[src/verilog/cpu_pkg.sv]
// selector codes 6 to 15 all reach one scratch register and opcodes with bit 7 set take two words
package cpu_pkg;

   ////////////////////////////////////////////////////////////////////////////
   // widths and plain words
   ////////////////////////////////////////////////////////////////////////////
   localparam int word_w = 16;

   typedef logic [word_w-1:0] word_t;     // data and address word
   typedef logic [3:0]        reg_sel_t;  // register selector

   // selector codes
   localparam reg_sel_t sel_zero = 4'd0;  // constant 0
   localparam reg_sel_t sel_one  = 4'd1;  // constant 1
   localparam reg_sel_t sel_r0   = 4'd2;
   localparam reg_sel_t sel_r1   = 4'd3;
   localparam reg_sel_t sel_r2   = 4'd4;
   localparam reg_sel_t sel_r3   = 4'd5;

   ////////////////////////////////////////////////////////////////////////////
   // opcodes and alu ops
   ////////////////////////////////////////////////////////////////////////////
   // msb set means an immediate word follows
   typedef enum logic [7:0] {
      op_nop = 8'h0F,
      op_add = 8'h43,
      op_sub = 8'h44,
      op_and = 8'h47,
      op_or  = 8'h48,
      op_cmp = 8'h49,
      op_li  = 8'hA1   // two words
   } opcode_t;

   typedef enum logic [3:0] {
      alu_and = 4'd0,
      alu_or  = 4'd1,
      alu_add = 4'd5,
      alu_sub = 4'd6,
      alu_slt = 4'd9   // unsigned less than
   } alu_op_t;

   ////////////////////////////////////////////////////////////////////////////
   // stage to stage bundles
   ////////////////////////////////////////////////////////////////////////////
   typedef struct packed {
      opcode_t  opcode;
      reg_sel_t rd;      // first operand and destination
      reg_sel_t rs;      // second operand
   } instr_fields_t;

   // one fetched word, either an instruction or an immediate
   typedef union packed {
      instr_fields_t fields;
      word_t         raw;
   } fetch_word_u;

   typedef struct packed {
      instr_fields_t fields;
      word_t         imm;     // zero for one-word instrs
   } issue_t;

   typedef struct packed {
      alu_op_t  alu_op;
      logic     a_zero;     // operand a forced to 0
      logic     b_imm;      // operand b taken from imm
      logic     reg_write;
      reg_sel_t dest;
   } exec_ctrl_t;

   typedef struct packed {
      reg_sel_t dest;
      word_t    data;
   } wb_t;

endpackage

[src/verilog/fetch_unit.sv]
// no stall and no flush here so words already fetched still issue after a jump
`timescale 1ns/1ps

module fetch_unit import cpu_pkg::*; #(
   parameter word_t reset_pc = '0   // first fetch address
) (
   input  logic  clk,
   input  logic  rst_n,
   input  logic  jump_valid,        // plain level, sampled every edge
   input  word_t jump_addr,
   output word_t pc
);

   word_t pc_next;

   ////////////////////////////////////////////////////////////////////////////
   // next pc select
   ////////////////////////////////////////////////////////////////////////////
   always_comb begin
      if (jump_valid) begin
         pc_next = jump_addr;        // redirect wins
      end else begin
         pc_next = pc + word_t'(1);  // sequential
      end
   end

   // program counter
   always_ff @(posedge clk or negedge rst_n) begin
      if (!rst_n) begin
         pc <= reset_pc;
      end else begin
         pc <= pc_next;
      end
   end

endmodule

[src/verilog/word_assembler.sv]
// instr must arrive one cycle after its pc and any word with opcode bit 7 set eats the next word
`timescale 1ns/1ps

module word_assembler import cpu_pkg::*; (
   input  logic   clk,
   input  logic   rst_n,
   input  word_t  instr,
   output logic   issue_valid,   // one pulse per instruction
   output issue_t issue
);

   fetch_word_u   word_in;       // same word seen as fields or raw imm
   logic          two_word;      // opcode msb of a first word
   logic          need_imm;      // waiting for the immediate word
   instr_fields_t held_fields;   // first word parked here meanwhile

   assign word_in  = instr;
   assign two_word = word_in.fields.opcode[7];

   ////////////////////////////////////////////////////////////////////////////
   // sequencing
   ////////////////////////////////////////////////////////////////////////////
   always_ff @(posedge clk or negedge rst_n) begin
      if (!rst_n) begin
         need_imm    <= 1'b0;    // expect a first word
         issue_valid <= 1'b0;
      end else if (need_imm) begin
         need_imm    <= 1'b0;    // imm arrived
         issue_valid <= 1'b1;
      end else begin
         need_imm    <= two_word;
         issue_valid <= !two_word;  // one-word instr goes right away
      end
   end

   // payload only, no reset
   always_ff @(posedge clk) begin
      if (need_imm) begin
         issue.fields <= held_fields;
         issue.imm    <= word_in.raw;   // second word is the immediate
      end else begin
         held_fields <= word_in.fields;
         if (!two_word) begin
            issue.fields <= word_in.fields;
            issue.imm    <= '0;
         end
      end
   end

endmodule

[src/verilog/instr_decoder.sv]
// unknown opcodes decode as nop and the output lines up with the registered regfile read
`timescale 1ns/1ps

module instr_decoder import cpu_pkg::*; (
   input  logic       clk,
   input  logic       rst_n,
   input  logic       issue_valid,
   input  issue_t     issue,
   output logic       ctrl_valid,   // one cycle after issue_valid
   output exec_ctrl_t ctrl,
   output word_t      imm
);

   exec_ctrl_t ctrl_next;

   ////////////////////////////////////////////////////////////////////////////
   // opcode decode
   ////////////////////////////////////////////////////////////////////////////
   always_comb begin
      ctrl_next.alu_op    = alu_add;
      ctrl_next.a_zero    = 1'b0;
      ctrl_next.b_imm     = 1'b0;
      ctrl_next.reg_write = 1'b0;
      ctrl_next.dest      = issue.fields.rd;   // rd is always the target
      case (issue.fields.opcode)
         op_add: begin
            ctrl_next.alu_op    = alu_add;
            ctrl_next.reg_write = 1'b1;
         end
         op_sub: begin
            ctrl_next.alu_op    = alu_sub;
            ctrl_next.reg_write = 1'b1;
         end
         op_and: begin
            ctrl_next.alu_op    = alu_and;
            ctrl_next.reg_write = 1'b1;
         end
         op_or: begin
            ctrl_next.alu_op    = alu_or;
            ctrl_next.reg_write = 1'b1;
         end
         op_cmp: begin
            ctrl_next.alu_op    = alu_slt;
            ctrl_next.reg_write = 1'b1;
         end
         op_li: begin
            ctrl_next.alu_op    = alu_add;   // 0 + imm
            ctrl_next.a_zero    = 1'b1;
            ctrl_next.b_imm     = 1'b1;
            ctrl_next.reg_write = 1'b1;
         end
         op_nop: begin
            ctrl_next.reg_write = 1'b0;
         end
         default: begin
            ctrl_next.reg_write = 1'b0;      // treated as nop
         end
      endcase
   end

   // control register
   always_ff @(posedge clk or negedge rst_n) begin
      if (!rst_n) begin
         ctrl_valid <= 1'b0;
         ctrl       <= '0;
      end else begin
         ctrl_valid <= issue_valid;
         if (issue_valid) begin
            ctrl <= ctrl_next;
         end
      end
   end

   // immediate travels beside the controls
   always_ff @(posedge clk) begin
      if (issue_valid) begin
         imm <= issue.imm;
      end
   end

endmodule

[src/verilog/reg_file.sv]
// no bypass so a read in the write cycle sees the old value and codes 6 to 15 share one scratch
`timescale 1ns/1ps

module reg_file import cpu_pkg::*; (
   input  logic   clk,
   input  logic   rst_n,
   input  issue_t issue,
   input  logic   wb_valid,
   input  wb_t    wb,
   input  logic   wb_write,
   output word_t  rd_data,   // registered
   output word_t  rs_data    // registered
);

   word_t gp_regs [4];   // r0..r3
   word_t scratch;       // catches every other code

   // one read port worth of decode
   function automatic word_t read_sel(input reg_sel_t sel);
      case (sel)
         sel_zero: read_sel = '0;
         sel_one:  read_sel = word_t'(1);
         sel_r0:   read_sel = gp_regs[0];
         sel_r1:   read_sel = gp_regs[1];
         sel_r2:   read_sel = gp_regs[2];
         sel_r3:   read_sel = gp_regs[3];
         default:  read_sel = scratch;
      endcase
   endfunction

   ////////////////////////////////////////////////////////////////////////////
   // write port
   ////////////////////////////////////////////////////////////////////////////
   always_ff @(posedge clk or negedge rst_n) begin
      if (!rst_n) begin
         for (int i = 0; i < 4; i++) begin
            gp_regs[i] <= '0;
         end
         scratch <= '0;
      end else if (wb_valid && wb_write) begin
         case (wb.dest)
            sel_r0:  gp_regs[0] <= wb.data;
            sel_r1:  gp_regs[1] <= wb.data;
            sel_r2:  gp_regs[2] <= wb.data;
            sel_r3:  gp_regs[3] <= wb.data;
            default: scratch    <= wb.data;   // also codes 0 and 1
         endcase
      end
   end

   // read ports, every cycle
   always_ff @(posedge clk) begin
      rd_data <= read_sel(issue.fields.rd);
      rs_data <= read_sel(issue.fields.rs);
   end

endmodule

[src/verilog/execute_stage.sv]
// single-cycle alu with no flags and a result that appears two cycles after issue
`timescale 1ns/1ps

module execute_stage import cpu_pkg::*; (
   input  logic       clk,
   input  logic       rst_n,
   input  logic       ctrl_valid,
   input  exec_ctrl_t ctrl,
   input  word_t      imm,
   input  word_t      rd_data,
   input  word_t      rs_data,
   output logic       wb_valid,   // only for writing instrs
   output wb_t        wb,
   output logic       wb_write
);

   word_t op_a;
   word_t op_b;
   word_t alu_res;

   ////////////////////////////////////////////////////////////////////////////
   // operand muxes
   ////////////////////////////////////////////////////////////////////////////
   always_comb begin
      if (ctrl.a_zero) begin
         op_a = '0;          // li path
      end else begin
         op_a = rd_data;
      end
   end

   always_comb begin
      if (ctrl.b_imm) begin
         op_b = imm;
      end else begin
         op_b = rs_data;
      end
   end

   ////////////////////////////////////////////////////////////////////////////
   // alu
   ////////////////////////////////////////////////////////////////////////////
   always_comb begin
      case (ctrl.alu_op)
         alu_and: alu_res = op_a & op_b;
         alu_or:  alu_res = op_a | op_b;
         alu_add: alu_res = op_a + op_b;   // carry dropped
         alu_sub: alu_res = op_a - op_b;
         alu_slt: begin
            if (op_a < op_b) begin       // unsigned compare
               alu_res = word_t'(1);
            end else begin
               alu_res = '0;
            end
         end
         default: alu_res = '0;
      endcase
   end

   // write-back strobes
   always_ff @(posedge clk or negedge rst_n) begin
      if (!rst_n) begin
         wb_valid <= 1'b0;
         wb_write <= 1'b0;
      end else begin
         wb_valid <= ctrl_valid && ctrl.reg_write;
         wb_write <= ctrl.reg_write;
      end
   end

   // write-back payload
   always_ff @(posedge clk) begin
      if (ctrl_valid) begin
         wb.dest <= ctrl.dest;
         wb.data <= alu_res;
      end
   end

endmodule

[src/verilog/cpu_core.sv]
// no hazard checks so programs keep two words between a write and a read of the same register
`timescale 1ns/1ps

module cpu_core import cpu_pkg::*; #(
   parameter word_t reset_pc = '0
) (
   input  logic  clk,
   input  logic  rst_n,
   input  word_t instr,        // word at last cycle's pc
   input  logic  jump_valid,
   input  word_t jump_addr,
   output word_t pc,
   output logic  wb_valid,
   output wb_t   wb
);

   logic       issue_valid;
   issue_t     issue;
   logic       ctrl_valid;
   exec_ctrl_t ctrl;
   word_t      imm;
   word_t      rd_data;
   word_t      rs_data;
   logic       wb_write;

   ////////////////////////////////////////////////////////////////////////////
   // front end
   ////////////////////////////////////////////////////////////////////////////
   fetch_unit #(
      .reset_pc (reset_pc)
   ) u_fetch (
      .clk        (clk),
      .rst_n      (rst_n),
      .jump_valid (jump_valid),
      .jump_addr  (jump_addr),
      .pc         (pc)
   );

   word_assembler u_asm (
      .clk         (clk),
      .rst_n       (rst_n),
      .instr       (instr),
      .issue_valid (issue_valid),
      .issue       (issue)
   );

   // decode and register read, side by side
   instr_decoder u_dec (
      .clk         (clk),
      .rst_n       (rst_n),
      .issue_valid (issue_valid),
      .issue       (issue),
      .ctrl_valid  (ctrl_valid),
      .ctrl        (ctrl),
      .imm         (imm)
   );

   reg_file u_rf (
      .clk      (clk),
      .rst_n    (rst_n),
      .issue    (issue),
      .wb_valid (wb_valid),
      .wb       (wb),
      .wb_write (wb_write),
      .rd_data  (rd_data),
      .rs_data  (rs_data)
   );

   ////////////////////////////////////////////////////////////////////////////
   // execute and write-back
   ////////////////////////////////////////////////////////////////////////////
   execute_stage u_ex (
      .clk        (clk),
      .rst_n      (rst_n),
      .ctrl_valid (ctrl_valid),
      .ctrl       (ctrl),
      .imm        (imm),
      .rd_data    (rd_data),
      .rs_data    (rs_data),
      .wb_valid   (wb_valid),
      .wb         (wb),
      .wb_write   (wb_write)
   );

endmodule

[config.mk]
export PLATFORM = sky130hd
export DESIGN_NAME = cpu_core
export DESIGN_NICKNAME = d
export VERILOG_FILES = /design/src/verilog/cpu_pkg.sv /design/src/verilog/fetch_unit.sv /design/src/verilog/word_assembler.sv /design/src/verilog/instr_decoder.sv /design/src/verilog/reg_file.sv /design/src/verilog/execute_stage.sv /design/src/verilog/cpu_core.sv
export SDC_FILE = /design/constraint.sdc
export NUM_CORES = 1
export LEC_CHECK = 0
export BUFFER_PORTS_ARGS = -buffer_cell sky130_fd_sc_hd__buf_2
export CAP_MARGIN = 10
export CORE_MARGIN = 2
export CORE_UTILIZATION = 35
export DETAILED_ROUTE_END_ITERATION = 8
export PLACE_DENSITY = 0.49
export SLEW_MARGIN = 25
export SYNTH_ARGS = -nofsm -noshare
export SYNTH_HDL_FRONTEND = slang
export SYNTH_HIERARCHICAL = 1
export SYNTH_SLANG_ARGS = --single-unit
[constraint.sdc]
create_clock -name clk -period 4.9 [get_ports clk]
set_clock_uncertainty 0.15 [all_clocks]
set_input_delay 0.98 -clock clk [delete_from_list [all_inputs] [get_ports clk]]
set_output_delay 0.98 -clock clk [all_outputs]
set_load 0.005 [all_outputs]
==> flow_metrics.env, run 1 <==
export IMPL_grt_max_degree=59
export IMPL_synthFlopType="dfrtp_1"
export IMPL_fmax_mhz=250
export IMPL_wl_per_cell_um=20.7
export IMPL_ios=72
export IMPL_io_buffers=71
export IMPL_leakage_uw=0.00615
export IMPL_post_cts_resized=0
export IMPL_layout_drive_gt1_share_pct=23.6
export IMPL_cp_depth=12
export IMPL_ys_warn_count=6
export IMPL_yosysUniqueCellTypes=86
export IMPL_dr_total_vias=8548
export IMPL_finalHoldViolCount=0
export IMPL_startpoint="u_dec/ctrl[6]"
export IMPL_cts_setup_buffers=0
export IMPL_cts_hold_repair_buffers=0
export IMPL_rows=68
export IMPL_start_util_pct=35.4
export IMPL_netlist_instances=1066
export IMPL_dp_hpwl_mm=22.3
export IMPL_rsz0062_at_grt="no"
export IMPL_cts_made_buffers=27
export IMPL_syn_area_um2=12200
export IMPL_die_w_um=190
export IMPL_synth_largest_area_cell="dfrtp_1"
export IMPL_cts_sinks=227
export IMPL_reg2reg_slack_ns=0.90
export IMPL_report_final_slew_viol_count=0
export IMPL_crit_path_max_incr_delay_ns=0.92
export IMPL_arrival_ns=4.15
export IMPL_tightest_slew_ns=0.964
export IMPL_insertion_delay_ns=0.55
export IMPL_cts_htree_levels=1
export IMPL_power_uw=4800
export IMPL_synth_fp_nets=1154
export IMPL_setup_worst_path_end_class="flop"
export IMPL_routed_wl_mm=33.1
export IMPL_ys_async_sr_fraction_pct=48.9
export IMPL_final_util_pct=40.0
export IMPL_synth_edf_count=84
export IMPL_r2r_end="u_ex/wb[14]"
export IMPL_viasPerCell=5.35
export IMPL_antenna_found_initial=0
export IMPL_clockBufferDepth=3
export IMPL_slowest_stage="dfrtp_1"
export IMPL_core_area_um2=34400
export IMPL_status="finished, final reports clean"
export IMPL_crit_buf_inv=2
export IMPL_slew_headroom_pct=35.8
export IMPL_setup_viol=0
export IMPL_r2r_start="u_dec/ctrl[6]"
export IMPL_yosys_top_cells_area="dfrtp_1 (23%), edfxtp_1 (21%), mux2_2 (8.6%)"
export IMPL_die_area_um2=36300
export IMPL_worstRegToRegCells=12
export IMPL_nets=1209
export IMPL_critical_path_required_ns=5.05
export IMPL_cp_top_family="compound AO/OA/AOI/OAI gates"
export IMPL_globalplace_congestion=0.855
export IMPL_ys_seq_area_share_pct=48.8
export IMPL_cts_tree="built"
export IMPL_grt_pass1_wl_mm=50.9
export IMPL_postSynthAreaPerCell_um2=11.4
export IMPL_area_growth_syn_to_layout_pct=13.0
export IMPL_fin_crit_ns=4.00
export IMPL_cp_cell_sequence="mux2i_1 -> inv_1 -> ha_1 -> inv_1 -> fa_1 -> a21oi_1 -> o21bai_1 -> a311oi_2 -> a2111oi_2 -> a221oi_2 -> mux2i_1 -> a211o_1"
export IMPL_setup_tns_ns=0
export IMPL_cp_endpoint="u_ex/wb[14]"
export IMPL_powerDensity_nw_per_um2=349
export IMPL_ir_drop_v=0.000279
export IMPL_antenna_left=0
export IMPL_cts_root_buf="clkbuf_16"
export IMPL_grt_pass1_vias=8593
export IMPL_die_h_um=190
export IMPL_crit_fanout=21
export IMPL_clk_pin_slew_ns=0.07
export IMPL_first_iter_violations=623
export IMPL_start_kind="flop"
export IMPL_overflow=0
export IMPL_diodes=0
export IMPL_fin_crit_sh_pct=81.7
export IMPL_remaining_drc_errors=0
export IMPL_grtUsageTotal_pct=18.3
export IMPL_hold_path_class="flop to flop"
export IMPL_max_cap_violations=0
export IMPL_drt_pass1_iterations=5
export IMPL_crit_type="flop to flop"
export IMPL_synth_seq_cells=227
export IMPL_netlist_area_leader_share_pct=22.8
[kinds of logic (layout without fill, tap and decap cells)]
family / count (synthesis) / count (layout) / share of synthesized area (%)
and+or+nand+nor: 253 / 253 / 12.6
AOI/OAI and AO/OA: 246 / 246 / 13.8
DFF: 227 / 227 / 48.8
muxes: 133 / 133 / 12.3
buffers and inverters: 131 / 207 / 5.23
adders and majority gates: 53 / 53 / 5.57
xor gates and xnor gates: 23 / 23 / 1.65
[synthesized netlist by cell type, drive strengths merged, types with 6 or more instances]
master,n
nand3,11
dfxtp,32
nand2,50
clkbuf,42
nor2,39
nor4,8
mux2i,30
nand2b,18
nor3,8
nand3b,8
o211ai,9
o22ai,10
nor2b,37
ha,51
buf,18
a22oi,34
o221ai,17
a31oi,16
a221oi,9
a21oi,41
and2,18
mux2,103
dfrtp,111
o21ai,66
xnor2,17
inv,71
and3b,32
edfxtp,84
xor2,6
[metrics by stage]
stage	cell area [um2]	instances	setup slack (ns)	hold slack (ns)
2_1_floorplan	12200	1066	1.12	0.216
3_3_place_gp	12900	1547	1.01	0.251
3_5_place_dp	12900	1547	0.955	0.255
4_1_cts	13700	1597	0.920	0.270
5_1_grt	13700	1597	0.698	0.275
6_report	13700	1597	0.898	0.266
[cell usage in the layout (no fill, tap or decap), drive strengths merged, types with 4 or more instances in the layout]
cell type	Yosys	routed
dfrtp	111	111
mux2	103	103
buf	18	86
edfxtp	84	84
inv	71	74
o21ai	66	66
ha	51	51
nand2	50	50
a21oi	41	41
clkbuf	42	40
nor2	39	39
nor2b	37	37
a22oi	34	34
dfxtp	32	32
and3b	32	32
mux2i	30	30
nand2b	18	18
and2	18	18
xnor2	17	17
o221ai	17	17
a31oi	16	16
nand3	11	11
o22ai	10	10
a221oi	9	9
o211ai	9	9
nor3	8	8
nand3b	8	8
nor4	8	8
xor2	6	6
clkinv	0	5
o21a	4	4
o21bai	4	4
a211oi	4	4
a21o	4	4
nor3b	4	4
[how the worst min path moves through the flow]
stage                   startpoint             to  slack (ns)  depth (start not counted)
floorplan            u_dec/ctrl[4]  u_ex/wb_write        0.22                          0
global placement    u_asm/issue[1]   u_dec/imm[1]        0.25                          0
detailed placement  u_asm/issue[8]   u_dec/imm[8]        0.25                          0
CTS                 u_asm/issue[1]   u_dec/imm[1]        0.27                          0
global route        u_asm/issue[1]   u_dec/imm[1]        0.28                          0
finish              u_asm/issue[0]   u_dec/imm[0]        0.27                          0
[registers in the layout, summed over array words and instances (netlist names), 10 cells and up]
signal             count
u_dec/ctrl            10
u_rf/rd_data          16
u_fetch/pc            16
u_rf/gp_regs          64
u_rf/scratch          16
u_rf/rs_data          16
u_ex/wb               20
u_dec/imm             16
u_asm/held_fields     16
u_asm/issue           32
[routing by layer]
metal,vias to the layer above,wire [um],global-route usage [%]
met3,66,1740,3.15
li1,3994,-,-
met1,4239,15400,25.6
met4,0,1290,7.54
met5,-,0,0
met2,249,14600,28.2
[report_power, final]
group / switching [uW] / internal [uW] / total [uW]
clock network: 806 / 1170 / 1970
registers: 143 / 2110 / 2250
logic: 353 / 220 / 572
total: 1300 / 3490 / 4800
[final cells by class]
cell class / instances / area (um2)
fillers: 3368 / 20600
inverters: 71 / 267
clock buffers: 40 / 786
well taps: 455 / 569
flip-flops and latches: 227 / 5940
multi-input cells: 708 / 5610
repair buffers: 86 / 483
clock inverters: 10 / 90.1
(Power assumes the default switching activity.)
==> inputs of run 2 (changes only) <==
--- a/config.mk
+++ b/config.mk
@@ -5,12 +5,13 @@
 export SDC_FILE = /design/constraint.sdc
 export NUM_CORES = 1
 export LEC_CHECK = 0
+export ABC_AREA = 1
 export BUFFER_PORTS_ARGS = -buffer_cell sky130_fd_sc_hd__buf_2
 export CAP_MARGIN = 10
 export CORE_MARGIN = 2
 export CORE_UTILIZATION = 35
 export DETAILED_ROUTE_END_ITERATION = 8
-export PLACE_DENSITY = 0.49
+export PLACE_DENSITY = 0.51
 export SLEW_MARGIN = 25
 export SYNTH_ARGS = -nofsm -noshare
 export SYNTH_HDL_FRONTEND = slang
==> constraint.sdc (replaced) <==
create_clock -name clk -period 3.65 [get_ports clk]
set_clock_uncertainty 0.15 [all_clocks]
set_input_delay 0.73 -clock clk [delete_from_list [all_inputs] [get_ports clk]]
set_output_delay 0.73 -clock clk [all_outputs]
set_load 0.005 [all_outputs]
==> run 2 against run 1 <==
Effect of this change:
- clock-buffer cell count increased by 1
- critical path depth increased by 2
- critical path type unchanged
- first-iteration DRC count increased by 29%
- worst setup slack got worse by 0.39 ns
- hold slack got worse by 0.043 ns
- non-clock buffer count decreased by 5
- largest power group unchanged
- register-to-register slack got worse by 0.39 ns
- sequential share of layout area decreased by 1.1 points
- highest routed layer unchanged
==> flow_metrics.env, run 2 <==
export IMPL_die_area_um2=37100
export IMPL_overflow=0
export IMPL_dr_total_vias=10400
export IMPL_synthXorXnorAreaFrac_pct=0.141
export IMPL_mostFrequentLayoutCells="nand2_1 (484), inv_1 (202), nand3_1 (172)"
export IMPL_grt_pass1_vias=10000
export IMPL_grt_pass1_wl_mm=56.2
export IMPL_report_final_slew_viol_count=0
export IMPL_finalHoldViolCount=0
export IMPL_start_util_pct=35.3
export IMPL_largest_register="u_rf/gp_regs"
export IMPL_synth_compound_area_share_pct=8.72
export IMPL_synthFlopType="dfrtp_1"
export IMPL_start_kind="flop"
export IMPL_syn_area_um2=12500
export IMPL_routed_wl_mm=35.8
export IMPL_dp_hpwl_mm=25.6
export IMPL_min_from="jump_addr[14]"
export IMPL_arrival_ns=3.28
export IMPL_fin_crit_sh_pct=86.1
export IMPL_largestRegisters="u_rf/gp_regs x64, u_asm/issue x32, u_ex/wb x20"
export IMPL_tightest_slew_ns=0.900
export IMPL_r2r_start="u_dec/ctrl[6]"
export IMPL_synth_simple_gate_area_share_pct=28.5
export IMPL_rows=69
export IMPL_netlist_area_leader_share_pct=22.3
export IMPL_setup_tns_ns=0
export IMPL_cts_sinks=227
export IMPL_fin_crit_ns=3.14
export IMPL_grt_max_degree=49
export IMPL_ir_drop_v=0.000373
export IMPL_yosys_top_cells_area="dfrtp_1 (22%), edfxtp_1 (20%), nand2_1 (15%)"
export IMPL_synthAdderAreaFrac_pct=5.44
export IMPL_clockBufferDepth=3
export IMPL_max_cap_violations=0
export IMPL_finalWorstSetupSlack_ns=0.509
export IMPL_area_growth_syn_to_layout_pct=13.2
export IMPL_synth_top_family_by_area="simple AND/OR/NAND/NOR gates"
export IMPL_met3_usage_pct=2.55
export IMPL_antenna_left=0
export IMPL_first_iter_violations=806
export IMPL_cts_made_buffers=27
export IMPL_setup_viol=0
export IMPL_ys_seq_area_share_pct=47.7
export IMPL_critical_path_required_ns=3.79
export IMPL_status="finished, final reports clean"
export IMPL_slew_headroom_pct=39.9
export IMPL_cts_tree="built"
export IMPL_viasPerCell=4.90
export IMPL_hold_slack_ns=0.224
export IMPL_wl_per_cell_um=16.9
export IMPL_synth_edf_count=84
export IMPL_globalplace_congestion=0.925
export IMPL_antenna_found_initial=0
export IMPL_grt_busiest_layer="met2"
export IMPL_powerDensity_nw_per_um2=628
export IMPL_n_fill_cell=3585
export IMPL_io_buffers=71
export IMPL_diodes=0
export IMPL_setup_worst_path_end_class="flop"
export IMPL_crit_type="flop to flop"
export IMPL_synth_largest_area_cell="dfrtp_1"
export IMPL_grtUsageMet2_pct=30.6
export IMPL_die_w_um=193
export IMPL_yosysMostFrequentCell="nand2_1"
export IMPL_leakage_uw=0.00704
export IMPL_cts_htree_levels=1
export IMPL_hold_path_class="input pin to flop"
export IMPL_insertion_delay_ns=0.56
export IMPL_final_common_cell="nand2_1"
export IMPL_rsz0062_at_grt="no"
export IMPL_cts_root_buf="clkbuf_16"
export IMPL_layout_drive_gt1_share_pct=11.6
export IMPL_hold_path_depth=3
export IMPL_grtUsageTotal_pct=19.6
export IMPL_largest_reg_flops=64
export IMPL_nets=1723
export IMPL_ys_async_sr_fraction_pct=48.9
export IMPL_remaining_drc_errors=0
export IMPL_crit_fanout=18
export IMPL_drt_pass1_iterations=5
export IMPL_die_h_um=193
export IMPL_synth_common_cells="nand2_1 (488), inv_1 (202), nand3_1 (172)"
export IMPL_fmax_mhz=318
export IMPL_clk_pin_slew_ns=0.07
export IMPL_core_area_um2=35300
export IMPL_reg2reg_slack_ns=0.51
export IMPL_r2r_end="u_ex/wb[10]"
export IMPL_worstHoldEndpoint="u_fetch/pc[14]"
export IMPL_synth_mux_area_share_pct=0
export IMPL_use_met1_pct=28.3
export IMPL_yosysUniqueCellTypes=43
export IMPL_synth_seq_cells=227
export IMPL_synth_fp_nets=1669
export IMPL_pre_cts_ws_ns=0.533
export IMPL_worstRegToRegCells=14
export IMPL_netlist_instances=1581
export IMPL_ys_warn_count=6
export IMPL_ios=72
export IMPL_postSynthAreaPerCell_um2=7.88
-- run 2: cell types whose count changed after synthesis, moves of 30 or more --
| cell | delta |
|---|---|
| inv_1 | +131 |
| o21ai_0 | +74 |
| a22oi_1 | -33 |
| mux2i_1 | -30 |
| nand2_1 | +438 |
| nand3_1 | +163 |
| and3b_1 | -31 |
| nor2b_1 | -37 |
| nor2_1 | +52 |
| mux2_2 | -93 |
-- run 2: repair_timing --
action,CTS,global route
hold buffers,1,0
endpoints found under the hold margin,13,0
setup buffers,0,0
resized for setup,0,0
setup endpoints to repair,0,0
-- run 2: cell type report --
cell class | count | area [um2] | area share, %
clock inverters | 9 | 119 | 0.842
flip-flops and latches | 227 | 5940 | 42.1
clock buffers | 41 | 861 | 6.10
inverters | 216 | 820 | 5.81
multi-input cells | 1082 | 5350 | 37.9
repair buffers | 81 | 448 | 3.17
well taps | 461 | 577 | 4.09
-- run 2: metal layers --
metal | wire, um | vias to the layer above
met5 | 0 | -
met4 | 945 | 0
met3 | 2110 | 55
met2 | 15800 | 321
met1 | 16900 | 4832
li1 | - | 5160
-- run 2: kinds of logic after synthesis --
group / Yosys count
buf+inv: 272
compound gates: 204
xor+xnor: 2
simple gates: 823
flops: 227
fa+ha+maj: 53
-- run 2: stage by stage --
| step | cells | instance area [um2] | util (%) | total power, uW |
|---|---|---|---|---|
| after floorplan | 1581 | 12500 | - | 5140 |
| after global placement | 2066 | 13100 | 37.1 | 5980 |
| after detailed placement | 2066 | 13100 | 37.1 | 6000 |
| after CTS | 2117 | 14100 | 39.9 | 8930 |
| after global routing | 2117 | 14100 | 40.0 | 9420 |
| final | 2117 | 14100 | 40.0 | 8870 |
-- run 2: worst max path at each step --
stage | from | to | slack, ns | depth (start not counted)
finish | u_dec/ctrl[6] | u_ex/wb[10] | 0.51 | 14
global route | u_dec/ctrl[6] | u_ex/wb[8] | 0.18 | 12
CTS | u_dec/ctrl[6] | u_ex/wb[12] | 0.54 | 15
detailed placement | u_dec/ctrl[6] | u_ex/wb[0] | 0.53 | 15
global placement | u_dec/ctrl[6] | u_ex/wb[0] | 0.59 | 13
floorplan | u_dec/ctrl[6] | u_ex/wb[9] | 1.06 | 14
-- run 2: worst max-delay path, cell delays in order, from the launching register on --
cell	delay, ns
dfrtp_1	0.59
buf_4	0.29
nand2_1	0.11
o21ai_0	0.18
inv_1	0.12
ha_1	0.26
fa_1	0.39
nand2_1	0.12
nand2_1	0.06
nand3b_1	0.08
nand2_1	0.11
nand2_1	0.11
nand3_1	0.07
nand3_1	0.09
nand3b_1	0.13
-- run 2: report_power, final --
| part | internal, uW | switching (uW) |
|---|---|---|
| clock | 1780 | 1110 |
| sequential | 3140 | 335 |
| combinational | 774 | 1730 |
| total | 5700 | 3170 |
==> inputs of run 3 (changes only) <==
--- a/config.mk
+++ b/config.mk
@@ -5,13 +5,13 @@
 export SDC_FILE = /design/constraint.sdc
 export NUM_CORES = 1
 export LEC_CHECK = 0
-export ABC_AREA = 1
 export BUFFER_PORTS_ARGS = -buffer_cell sky130_fd_sc_hd__buf_2
 export CAP_MARGIN = 10
 export CORE_MARGIN = 2
 export CORE_UTILIZATION = 35
 export DETAILED_ROUTE_END_ITERATION = 8
 export PLACE_DENSITY = 0.51
+export REMOVE_ABC_BUFFERS = 1
 export SLEW_MARGIN = 25
 export SYNTH_ARGS = -nofsm -noshare
 export SYNTH_HDL_FRONTEND = slang
==> run 3 against run 2 <==
Effect of this change:
- worst setup slack worse by 0.32 ns
- final area down 1.9%
- sequential power down 14%
- final cell count down 24%
- sequential share of layout area up 0.83 points
- core utilization up 0.29 points
- critical path depth down 3
- combinational power down 68%
- register-to-register slack worse by 0.32 ns
- hold slack better by 0.0028 ns
- largest power group unchanged
- highest routed layer unchanged
==> flow_metrics.env, run 3 (synthesized netlist as in run 1, its figures left out) <==
export IMPL_n_fill_cell=3393
export IMPL_layout_drive_gt1_share_pct=24.1
export IMPL_clockBufferDepth=3
export IMPL_power_switching_uw=1740
export IMPL_die_h_um=190
export IMPL_final_common_cell="dfrtp_1"
export IMPL_final_area_um2=13800
export IMPL_post_dp_cell_area_um2=12900
export IMPL_min_from="instr[4]"
export IMPL_mostFrequentLayoutCells="dfrtp_1 (111), mux2_2 (93), edfxtp_1 (84)"
export IMPL_grt_busiest_layer="met2"
export IMPL_r2r_start="u_dec/ctrl[6]"
export IMPL_report_final_slew_viol_count=0
export IMPL_insertion_delay_ns=0.56
export IMPL_rows=68
export IMPL_seqPwrFrac_pct=47.1
export IMPL_finalHoldViolCount=0
export IMPL_io_buffers=71
export IMPL_fin_crit_sh_pct=94.8
export IMPL_grt_pass1_vias=8506
export IMPL_p_int_uw=4650
export IMPL_grtUsageTotal_pct=17.9
export IMPL_antenna_left=0
export IMPL_start_kind="flop"
export IMPL_cts_sinks=227
export IMPL_slew_headroom_pct=41.7
export IMPL_finalWorstSetupSlack_ns=0.191
export IMPL_cts_root_buf="clkbuf_16"
export IMPL_rsz0062_at_grt="no"
export IMPL_ir_drop_v=0.000342
export IMPL_place_inst=1556
export IMPL_swShare_pct=27.3
export IMPL_leakage_uw=0.00620
export IMPL_tightest_slew_ns=0.874
export IMPL_setup_viol=0
export IMPL_core_area_um2=34400
export IMPL_remaining_drc_errors=0
export IMPL_globalplace_congestion=0.857
export IMPL_pre_cts_ws_ns=0.162
export IMPL_cts_htree_levels=1
export IMPL_reg2reg_slack_ns=0.19
export IMPL_crit_type="flop to flop"
export IMPL_status="finished, final reports clean"
export IMPL_fmax_mhz=289
export IMPL_start_util_pct=35.4
export IMPL_viasPerCell=5.25
export IMPL_cts_made_buffers=27
export IMPL_final_cell_count_no_fill=1608
export IMPL_antenna_found_initial=0
export IMPL_die_w_um=190
export IMPL_dp_hpwl_mm=21.7
export IMPL_cts_tree="built"
export IMPL_clk_pin_slew_ns=0.06
export IMPL_drt_pass1_iterations=5
export IMPL_die_area_um2=36300
export IMPL_fin_crit_ns=3.46
export IMPL_largestRegisters="u_rf/gp_regs x64, u_asm/issue x32, u_ex/wb x20"
export IMPL_first_iter_violations=582
export IMPL_routed_wl_mm=32.2
export IMPL_area_growth_syn_to_layout_pct=13.7
export IMPL_grt_pass1_wl_mm=50.1
export IMPL_diodes=0
export IMPL_critical_path_required_ns=3.89
export IMPL_arrival_ns=3.70
export IMPL_largest_reg_flops=64
export IMPL_comb_power_share_pct=12.4
export IMPL_dr_total_vias=8435
export IMPL_hold_path_class="input pin to flop"
export IMPL_grt_max_degree=103
export IMPL_use_met1_pct=24.7
export IMPL_ios=72
export IMPL_power_share_clock_pct=40.5
export IMPL_setup_tns_ns=0
export IMPL_powerDensity_nw_per_um2=461
export IMPL_grtUsageMet2_pct=28.7
export IMPL_startpoint="u_dec/ctrl[6]"
export IMPL_overflow=0
export IMPL_setup_worst_path_end_class="flop"
export IMPL_nets=1220
export IMPL_hold_slack_ns=0.227
export IMPL_largest_register="u_rf/gp_regs"
export IMPL_max_cap_violations=0
export IMPL_crit_fanout=23
export IMPL_met3_usage_pct=2.59
export IMPL_wl_per_cell_um=20.0
## run 3: path summary, 6_finish.rpt
kind | to | cells past startpoint
min in group asynchronous | u_asm/issue_valid | 2
worst min-delay path | u_asm/held_fields[4] | 1
max in group asynchronous | u_rf/scratch[9] | 3
worst min register to register | u_dec/imm[6] | 0
worst max register to register | u_ex/wb[12] | 11
worst max-delay path | u_ex/wb[12] | 11
## run 3: critical path: stages, from the launching register on
cell	delay, ns
dfrtp_1	0.39
buf_12	0.19
mux2i_1	0.44
inv_1	0.15
fa_1	0.46
nor2b_1	0.17
o211ai_1	0.27
and3_1	0.22
nor3_2	0.08
a311oi_1	0.31
mux2_2	0.37
o211ai_1	0.09
## run 3: power by group through the flow
stage | clock (uW) | sequential (uW) | combinational [uW]
3_3_place_gp | 0 | 3060 | 774
6_report | 2590 | 3010 | 789
2_1_floorplan | 0 | 3000 | 443
4_1_cts | 2670 | 3010 | 784
5_1_grt | 2750 | 3030 | 876
3_5_place_dp | 0 | 3060 | 779
## run 3: metal layers
layer,share of wire (%),vias up
li1,-,4019
met1,47,4133
met2,46,230
met3,4.1,53
met4,3.2,0
met5,0,-
## run 3: area by class of cell
cell class / instances / area, um2 / area share (%)
clock buffer: 39 / 751 / 5.42
clock inverter: 11 / 100 / 0.723
inverter: 71 / 267 / 1.93
multi-input combinational: 708 / 5630 / 40.7
sequential: 227 / 5940 / 42.9
tap: 455 / 569 / 4.11
timing repair buffer: 97 / 581 / 4.20
## run 3: per-stage QoR
stage                     total power, uW  utilization (%)
after CTS                            6470             40.2
after detailed placement             3840             37.7
after floorplan                      3450                -
after global routing                 6660             40.3
final                                6390             40.3
after global placement               3840             37.7
## run 3: timing repair
action	in CTS	in global routing
buffers inserted	0	1
endpoints found under the setup margin	0	2
hold buffers	1	0
resized for setup	0	4
hold endpoints to repair	9	0
